### src/lcdPkg.sv
package lcdPkg;

	// screens shown on the front panel
	typedef enum logic [3:0]
	{
		pressKey,
		selectMaster,
		selectSlave,
		inputAddress,
		inputData,
		inputBursts,
		saveConfig,
		switchNormal,
		normalMode
	} screenT;

	// HD44780 command bytes used by the writer
	typedef enum logic [7:0]
	{
		functionSet  = 8'h38, // 8-bit bus, two lines, 5x8 font
		displayOn    = 8'h0C, // display on, cursor off
		clearDisplay = 8'h01,
		entryMode    = 8'h06, // increment, no shift
		line1Addr    = 8'h80, // DDRAM address 00h
		line2Addr    = 8'hC0  // DDRAM address 40h
	} lcdCmdT;

	typedef logic [7:0] charT;

	localparam int charsPerLine = 16;

	// element charsPerLine-1 is the leftmost character on the panel,
	// so a 16 character string literal maps straight onto a line
	typedef charT [charsPerLine-1:0] lineT;

	typedef struct packed
	{
		lineT line1;
		lineT line2;
	} displayT;

	typedef struct packed
	{
		logic en;
		logic rs;   // 1 character, 0 command
		charT data;
	} lcdBusT;

	localparam charT asciiZero  = 8'h30;
	localparam charT asciiOne   = 8'h31;
	localparam charT asciiSpace = 8'h20;

	// configuration step that stores the configuration
	localparam logic [3:0] saveStep = 4'd6;

endpackage

### src/screenDecode.sv
`timescale 1ns/1ps

module screenDecode (
	input  logic           clock,
	input  logic           rst,
	input  logic [3:0]     configState,
	input  logic           modeSwitch,
	output lcdPkg::screenT screen
);
	import lcdPkg::*;

	logic   savedFlag; // configuration stored since last normal mode
	screenT nextScreen;

	always_ff @(posedge clock)
	begin
		if (!rst)
			savedFlag <= 1'b0;
		else if (modeSwitch)
			savedFlag <= 1'b0; // leaving config mode forgets the save
		else if (configState == saveStep)
			savedFlag <= 1'b1;
	end

	always_comb
	begin
		if (modeSwitch)
			nextScreen = normalMode;
		else
		begin
			case (configState)
				4'd0:     nextScreen = savedFlag ? switchNormal : pressKey;
				4'd1:     nextScreen = selectMaster;
				4'd2:     nextScreen = selectSlave;
				4'd3:     nextScreen = inputAddress;
				4'd4:     nextScreen = inputData;
				4'd5:     nextScreen = inputBursts;
				saveStep: nextScreen = saveConfig;
				default:  nextScreen = pressKey; // unused steps
			endcase
		end
	end

	always_ff @(posedge clock)
	begin
		if (!rst)
			screen <= pressKey;
		else
			screen <= nextScreen;
	end

	// the composer has no entry for codes past normalMode
	screenLegal: assert property (@(posedge clock) disable iff (!rst)
		screen inside {[pressKey:normalMode]});

endmodule

### src/lineComposer.sv
`timescale 1ns/1ps

module lineComposer #(
	parameter int dataWidth = 14
) (
	input  logic                 clock,
	input  logic                 rst,
	input  lcdPkg::screenT       screen,
	input  logic [dataWidth-1:0] dataLine1,
	input  logic [dataWidth-1:0] dataLine2,
	output lcdPkg::displayT      display
);
	import lcdPkg::*;

	localparam lineT blankLine = {charsPerLine{asciiSpace}};

	displayT nextDisplay;

	// left-justify a short string literal and fill the rest with spaces;
	// the literal arrives right-aligned with zero bytes in front
	function automatic lineT padLine(input lineT text);
		lineT result;
		int   len;
		len = 0;
		for (int i = 0; i < charsPerLine; i++)
		begin
			if (text[i] != 8'h00)
				len = i + 1;
		end
		result = blankLine;
		for (int k = 0; k < charsPerLine; k++)
		begin
			if (k < len)
				result[charsPerLine-1-k] = text[len-1-k];
		end
		return result;
	endfunction

	// tag, dash, then the bits msb first as '0'/'1'
	function automatic lineT formatBits(input charT tag, input logic [dataWidth-1:0] bits);
		lineT result;
		result = blankLine;
		result[charsPerLine-1] = tag;
		result[charsPerLine-2] = "-";
		for (int i = 0; i < dataWidth; i++)
			result[charsPerLine-3-i] = bits[dataWidth-1-i] ? asciiOne : asciiZero;
		return result;
	endfunction

	always_comb
	begin
		nextDisplay.line2 = blankLine; // most screens use only line 1
		case (screen)
			pressKey:
				nextDisplay.line1 = padLine("Press Any Key");
			selectMaster:
				nextDisplay.line1 = padLine("Select Master");
			selectSlave:
				nextDisplay.line1 = padLine("Select Slave");
			inputAddress:
			begin
				nextDisplay.line1 = padLine("Input Address");
				nextDisplay.line2 = padLine("SW[0:11]");
			end
			inputData:
			begin
				nextDisplay.line1 = padLine("Input Data");
				nextDisplay.line2 = padLine("SW[0:7]");
			end
			inputBursts:
			begin
				nextDisplay.line1 = padLine("Input Number of");
				nextDisplay.line2 = padLine("Bursts");
			end
			saveConfig:
				nextDisplay.line1 = padLine("Save Config");
			switchNormal:
			begin
				nextDisplay.line1 = padLine("Switch to Normal");
				nextDisplay.line2 = padLine("Mode");
			end
			normalMode:
			begin
				nextDisplay.line1 = formatBits("A", dataLine1); // address word
				nextDisplay.line2 = formatBits("D", dataLine2); // data word
			end
			default:
				nextDisplay.line1 = blankLine;
		endcase
	end

	always_ff @(posedge clock)
	begin
		if (!rst)
		begin
			display.line1 <= blankLine;
			display.line2 <= blankLine;
		end
		else
			display <= nextDisplay;
	end

endmodule

### src/lcdStrobe.sv
`timescale 1ns/1ps

module lcdStrobe #(
	parameter int enPulseCycles = 2
) (
	input  logic          clock,
	input  logic          rst,
	input  logic          send,
	input  lcdPkg::lcdBusT byteOut,
	output logic          busy,
	output lcdPkg::lcdBusT bus
);
	import lcdPkg::*;

	localparam int cntWidth = $clog2(enPulseCycles + 1);

	typedef enum logic [1:0] {idle, setup, pulse, hold} strobeStateT;

	strobeStateT          state;
	logic [cntWidth-1:0]  pulseCount;
	lcdBusT               held; // byte on the pins for the whole transfer

	always_ff @(posedge clock)
	begin
		if (!rst)
		begin
			state      <= idle;
			pulseCount <= '0;
			held       <= '0;
		end
		else
		begin
			case (state)
				idle:
				begin
					if (send)
					begin
						held  <= byteOut;
						state <= setup;
					end
				end
				setup:
				begin
					pulseCount <= '0;
					state      <= pulse;
				end
				pulse:
				begin
					if (int'(pulseCount) == enPulseCycles - 1)
						state <= hold;
					else
						pulseCount <= pulseCount + 1'b1;
				end
				hold:
					state <= idle; // panel latches on the falling edge
				default:
					state <= idle;
			endcase
		end
	end

	assign busy     = (state != idle);
	assign bus.en   = (state == pulse);
	assign bus.rs   = held.rs;
	assign bus.data = held.data;

	// the writer must wait for the previous byte to finish
	sendWhenIdle: assert property (@(posedge clock) disable iff (!rst)
		send |-> !busy);

	busStableInPulse: assert property (@(posedge clock) disable iff (!rst)
		bus.en && $past(bus.en) |-> $stable({bus.rs, bus.data}));

endmodule

### src/lcdWriter.sv
`timescale 1ns/1ps

module lcdWriter #(
	parameter int initWaitCycles = 40,
	parameter int enPulseCycles  = 2
) (
	input  logic            clock,
	input  logic            rst,
	input  lcdPkg::displayT display,
	output lcdPkg::lcdBusT  bus
);
	import lcdPkg::*;

	localparam int frameLen  = 2 * charsPerLine + 2; // two address commands plus text
	localparam int line2Pos  = charsPerLine + 1;
	localparam int posWidth  = $clog2(frameLen);
	localparam int idxWidth  = $clog2(charsPerLine);
	localparam int waitWidth = $clog2(initWaitCycles + 1);

	typedef enum logic [1:0] {powerWait, initSeq, refresh} writerStateT;

	writerStateT          state;
	logic [waitWidth-1:0] waitCount;
	logic [1:0]           initIndex;
	logic [posWidth-1:0]  framePos;
	logic [idxWidth-1:0]  charIdx;
	displayT              snapshot; // frozen copy for the current frame
	lcdBusT               byteOut;
	logic                 send;
	logic                 busy;

	assign send = (state != powerWait) && !busy;

	always_ff @(posedge clock)
	begin
		if (!rst)
		begin
			state     <= powerWait;
			waitCount <= '0;
			initIndex <= '0;
			framePos  <= '0;
		end
		else
		begin
			case (state)
				powerWait:
				begin
					if (int'(waitCount) == initWaitCycles - 1)
						state <= initSeq;
					else
						waitCount <= waitCount + 1'b1;
				end
				initSeq:
				begin
					if (send)
					begin
						if (initIndex == 2'd3)
							state <= refresh;
						initIndex <= initIndex + 1'b1;
					end
				end
				refresh:
				begin
					if (send)
					begin
						if (framePos == frameLen - 1)
							framePos <= '0;
						else
							framePos <= framePos + 1'b1;
					end
				end
				default:
					state <= powerWait;
			endcase
		end
	end

	// snapshot taken as line1Addr goes out
	always_ff @(posedge clock)
	begin
		if (state == refresh && send && framePos == 0)
			snapshot <= display;
	end

	always_comb
	begin
		byteOut = '0; // en is generated by the strobe
		charIdx = '0;
		if (state == initSeq)
		begin
			case (initIndex)
				2'd0:    byteOut.data = functionSet;
				2'd1:    byteOut.data = displayOn;
				2'd2:    byteOut.data = clearDisplay;
				default: byteOut.data = entryMode;
			endcase
		end
		else if (framePos == 0)
			byteOut.data = line1Addr;
		else if (framePos == line2Pos)
			byteOut.data = line2Addr;
		else if (framePos < line2Pos)
		begin
			charIdx      = idxWidth'(charsPerLine - int'(framePos)); // leftmost first
			byteOut.rs   = 1'b1;
			byteOut.data = snapshot.line1[charIdx];
		end
		else
		begin
			charIdx      = idxWidth'(frameLen - 1 - int'(framePos));
			byteOut.rs   = 1'b1;
			byteOut.data = snapshot.line2[charIdx];
		end
	end

	lcdStrobe #(
		.enPulseCycles(enPulseCycles)
	) strobe (
		.clock  (clock),
		.rst    (rst),
		.send   (send),
		.byteOut(byteOut),
		.busy   (busy),
		.bus    (bus)
	);

	// panel must see no enable before its supply has settled
	quietPowerUp: assert property (@(posedge clock) disable iff (!rst)
		state == powerWait |-> !bus.en);

endmodule

### src/lcdText.sv
`timescale 1ns/1ps

module lcdText #(
	parameter int dataWidth      = 14,
	parameter int initWaitCycles = 40,
	parameter int enPulseCycles  = 2
) (
	input  logic                 clock,
	input  logic                 rst,
	input  logic [dataWidth-1:0] dataLine1,
	input  logic [dataWidth-1:0] dataLine2,
	input  logic [3:0]           configState,
	input  logic                 modeSwitch,
	output logic                 lcdOn,   // panel power
	output logic                 lcdBlon, // backlight
	output logic                 lcdRw,   // 0 write, reads unused
	output logic                 lcdEn,
	output logic                 lcdRs,   // 0 command, 1 character
	output logic [7:0]           lcdData
);
	import lcdPkg::*;

	screenT  screen;
	displayT display;
	lcdBusT  bus;

	screenDecode decode (
		.clock      (clock),
		.rst        (rst),
		.configState(configState),
		.modeSwitch (modeSwitch),
		.screen     (screen)
	);

	lineComposer #(
		.dataWidth(dataWidth)
	) composer (
		.clock    (clock),
		.rst      (rst),
		.screen   (screen),
		.dataLine1(dataLine1),
		.dataLine2(dataLine2),
		.display  (display)
	);

	lcdWriter #(
		.initWaitCycles(initWaitCycles),
		.enPulseCycles (enPulseCycles)
	) writer (
		.clock  (clock),
		.rst    (rst),
		.display(display),
		.bus    (bus)
	);

	assign lcdOn   = 1'b1;
	assign lcdBlon = 1'b1;
	assign lcdRw   = 1'b0; // write only, busy flag never polled
	assign lcdEn   = bus.en;
	assign lcdRs   = bus.rs;
	assign lcdData = bus.data;

endmodule

### config.mk
export PLATFORM = sky130hd
export DESIGN_NAME = lcdText
export DESIGN_NICKNAME = d
export VERILOG_FILES = /design/src/lcdPkg.sv /design/src/screenDecode.sv /design/src/lineComposer.sv /design/src/lcdStrobe.sv /design/src/lcdWriter.sv /design/src/lcdText.sv
export SDC_FILE = /design/constraint.sdc
export NUM_CORES = 1
export LEC_CHECK = 0
export ABC_CLOCK_PERIOD_IN_PS = 13550
export BUFFER_PORTS_ARGS = -buffer_cell sky130_fd_sc_hd__buf_2
export CAP_MARGIN = 0
export CORE_AREA = 2 2 110 165
export CTS_CLUSTER_SIZE = 10
export DETAILED_ROUTE_END_ITERATION = 16
export DIE_AREA = 0 0 112 167
export GPL_ROUTABILITY_DRIVEN = 0
export PLACE_DENSITY = 0.76
export RECOVER_POWER = 25
export SYNTH_ARGS = -nofsm -noshare
export SYNTH_HDL_FRONTEND = slang
export SYNTH_SLANG_ARGS = --single-unit
### constraint.sdc
create_clock -name clock -period 13.55 [get_ports clock]
set_clock_uncertainty 0.05 [all_clocks]
set_input_delay 0.6775 -clock clock [delete_from_list [all_inputs] [get_ports clock]]
set_output_delay 0.6775 -clock clock [all_outputs]
set_load 0.005 [all_outputs]
==> metrics <==
Mapped Area 9290 sq um; Yosys top cell area share 33.3%; fin cells 1041; sequential area share after synthesis 62.8%; # diodes 0; DRT iter0 DRCs 454; worst path cell trace inv_1 > ha_1 > nor2b_1 > nand2_1 > nor2_4 > buf_4 > buf_4; CTS tree yes; # resized after CTS 0; Initial Util 53.8%; Startpoint Class register; Row Count 59; max_slew headroom 25.5%; final worst path period need 3.50 ns; setup slack after layout 10.05 ns; Fin. Hold Viols 0; DRC Markers 0; flop-to-flop setup slack 10.05 ns; final wirelength 19800 microns; first-pass GRT wire length 31000 microns; cell mode on critical path buf_4; Worst path slowest cell buf_4; critical path fanouts, max 61; Final period util 25.8%; worst ir drop on vdd 0.0000980 V; Routed WL per cell 19.0 microns; IO Pins 48; number of distinct library cells after synthesis 63; GR Util met2 39.8%; Synth area leader edfxtp_1; area grow syn2layout 11.8%; TNS Setup 0 ns; Final ANT Viol Nets 0; data arrival time of the worst path 3.59 ns; Post-DP Area 9620 sq um; clock latency on the worst-skew pair 0.52 ns; die area 18700 sq um; ys flop type dfxtp_1; FILL cells 1357; number of global-route vias before repair 5795; DR vias 5765; Async SR Flop Fraction 0%; postcts setup bufs 0; CTS Buf Count 27; crit path kind reg -> reg; core area 17300 sq um; outcome completed; Slew Limit Fails 0; Slowest Stage Delay on Critical Path 0.70 ns; total gr overflow 0; H-tree depth 1; Yosys reg bits 240; P_leak 3.98 nW; port bufs 44; vias per cell 5.54; average size of a mapped cell 12.1 sq um; Critical Path End Type register; synthesized instance count 770; TritonCTS sink count 240; GRT Total Usage 21.3%; total power 1.47 mW; dpl hpwl 13700 microns; Yosys warnings 0; clock slew at the register clock pins of the worst setup and hold paths 0.06 ns; Area contributors post-synth edfxtp_1, dfxtp_1, mux4_2; Placement Setup Slack 10.08 ns; GRT Max-Usage Layer met2; design area 10400 sq um; met1 usage in global routing 23.7%; number of nets in the layout 859; Max Clk Rate 0.286 GHz; initial antenna violation count 0; hold_buf cts 0; CTS max path bufs 3; largest net degree at the start of global routing 62; Worst-Margin Slew 1.11 ns; CTS root buf clkbuf_16; share of layout cells above drive strength 1 13.5%; die width 112 microns; DP Cell Count 992; CP required 13.64 ns; pwr dens 141 nW/um^2; Hold WC Path Type in -> reg; drt first pass iters 6; Setup violations, final 0; met3 usage in global routing 2.80%; Die Y 167 microns; number of synthesized flops with an enable pin 103; maxcap violations 0; RSZ-0062 raised after global routing no
## logic make-up after synthesis
logic type	Yosys count	synth area share [%]
XOR/XNOR	16	1.71
flip-flops	240	62.8
adder cells (fa/ha/maj)	16	2.16
buffers and inverters	78	3.65
multiplexers	48	8.06
other	2	0.0809
AO/OA/AOI/OAI	129	8.75
AND/OR/NAND/NOR	241	12.7
## layout make-up
| cell class | instances | area (sq um) | share of cell area, % |
|---|---|---|---|
| Sequential cell | 240 | 5840 | 56.2 |
| Timing Repair Buffer | 49 | 258 | 2.48 |
| Multi-Input combinational cell | 453 | 3120 | 30.1 |
| Clock inverter | 1 | 8.76 | 0.0843 |
| Tap cell | 213 | 267 | 2.57 |
| Clock buffer | 48 | 754 | 7.27 |
| Inverter | 37 | 139 | 1.34 |
## registers in the layout, indices dropped and copies added (netlist names)
register,flops
composer.display,103
decode.savedFlag,1
decode.screen,4
writer.framePos,6
writer.initIndex,2
writer.snapshot,103
writer.state,2
writer.strobe.bus,9
writer.strobe.pulseCount,2
writer.strobe.state,2
writer.waitCount,6
## cell usage after synthesis, types with 4 or more instances
cell / n
a31oi_1: 7
nor2b_1: 22
o211ai_1: 5
a211oi_1: 6
a21oi_1: 38
and3_1: 5
nand3_1: 15
nand2b_1: 12
nor2_1: 50
mux4_2: 17
xnor2_1: 12
clkbuf_1: 18
and2_1: 27
inv_1: 33
nand4_1: 5
nor3b_1: 5
edfxtp_1: 103
o21a_1: 8
ha_1: 16
nand2_1: 79
o22ai_1: 5
inv_2: 4
dfxtp_1: 137
buf_2: 13
mux2i_1: 23
buf_4: 6
mux2_2: 5
nor3_1: 7
o21ai_0: 27
a21boi_0: 6
## stage by stage
stage | utilization, % | hold slack, ns
CTS | 60.1 | 0.286
finish | 60.1 | 0.300
global placement | 55.7 | 0.336
floorplan | - | 0.336
detailed placement | 55.7 | 0.339
global route | 60.1 | 0.301
## cell usage in the layout (no fill, tap or decap), types with 4 or more instances in the layout
cell type  count
dfxtp_1      136
edfxtp_1     103
nand2_1       79
nor2_1        49
buf_2         44
a21oi_1       38
inv_1         33
and2_1        27
o21ai_0       27
clkbuf_16     27
mux2i_1       23
nor2b_1       22
clkbuf_1      21
mux4_2        17
ha_1          16
nand3_1       15
xnor2_1       12
nand2b_1      12
o21a_1         8
nor3_1         7
a31oi_1        7
a211oi_1       6
a21boi_0       6
nand4_1        5
nor3b_1        5
o211ai_1       5
mux2_2         5
o22ai_1        5
and3_1         5
buf_4          5
inv_2          4
## path summary, 6_finish.rpt
path / start / to / depth (start not counted)
max: writer.framePos[1] / writer.snapshot[174] / 7
min: dataLine2[9] / composer.display[72] / 3
max reg2reg: writer.framePos[1] / writer.snapshot[174] / 7
min reg2reg: composer.display[69] / writer.snapshot[69] / 0
## report_power, final
group / internal [mW] / total (mW) / switching, mW
clock network: 0.373 / 0.631 / 0.259
logic: 0.0215 / 0.0552 / 0.0337
registers: 0.770 / 0.779 / 0.00845
## worst max-delay path, delay by kind of cell, from the launching register on
kind / cells / cell delay (ns)
adders and majority gates: 1 / 0.37
buffers and inverters: 3 / 1.50
DFF: 1 / 0.61
and+or+nand+nor: 3 / 0.50
## per-layer routing
metal / wire [microns] / vias up / share of wire [%]
li1: - / 2789 / -
met1: 7350 / 2765 / 37
met2: 10800 / 166 / 55
met3: 791 / 45 / 4.0
met4: 876 / 0 / 4.4
met5: 0 / - / 0
Power figures use the tool's default switching activity.
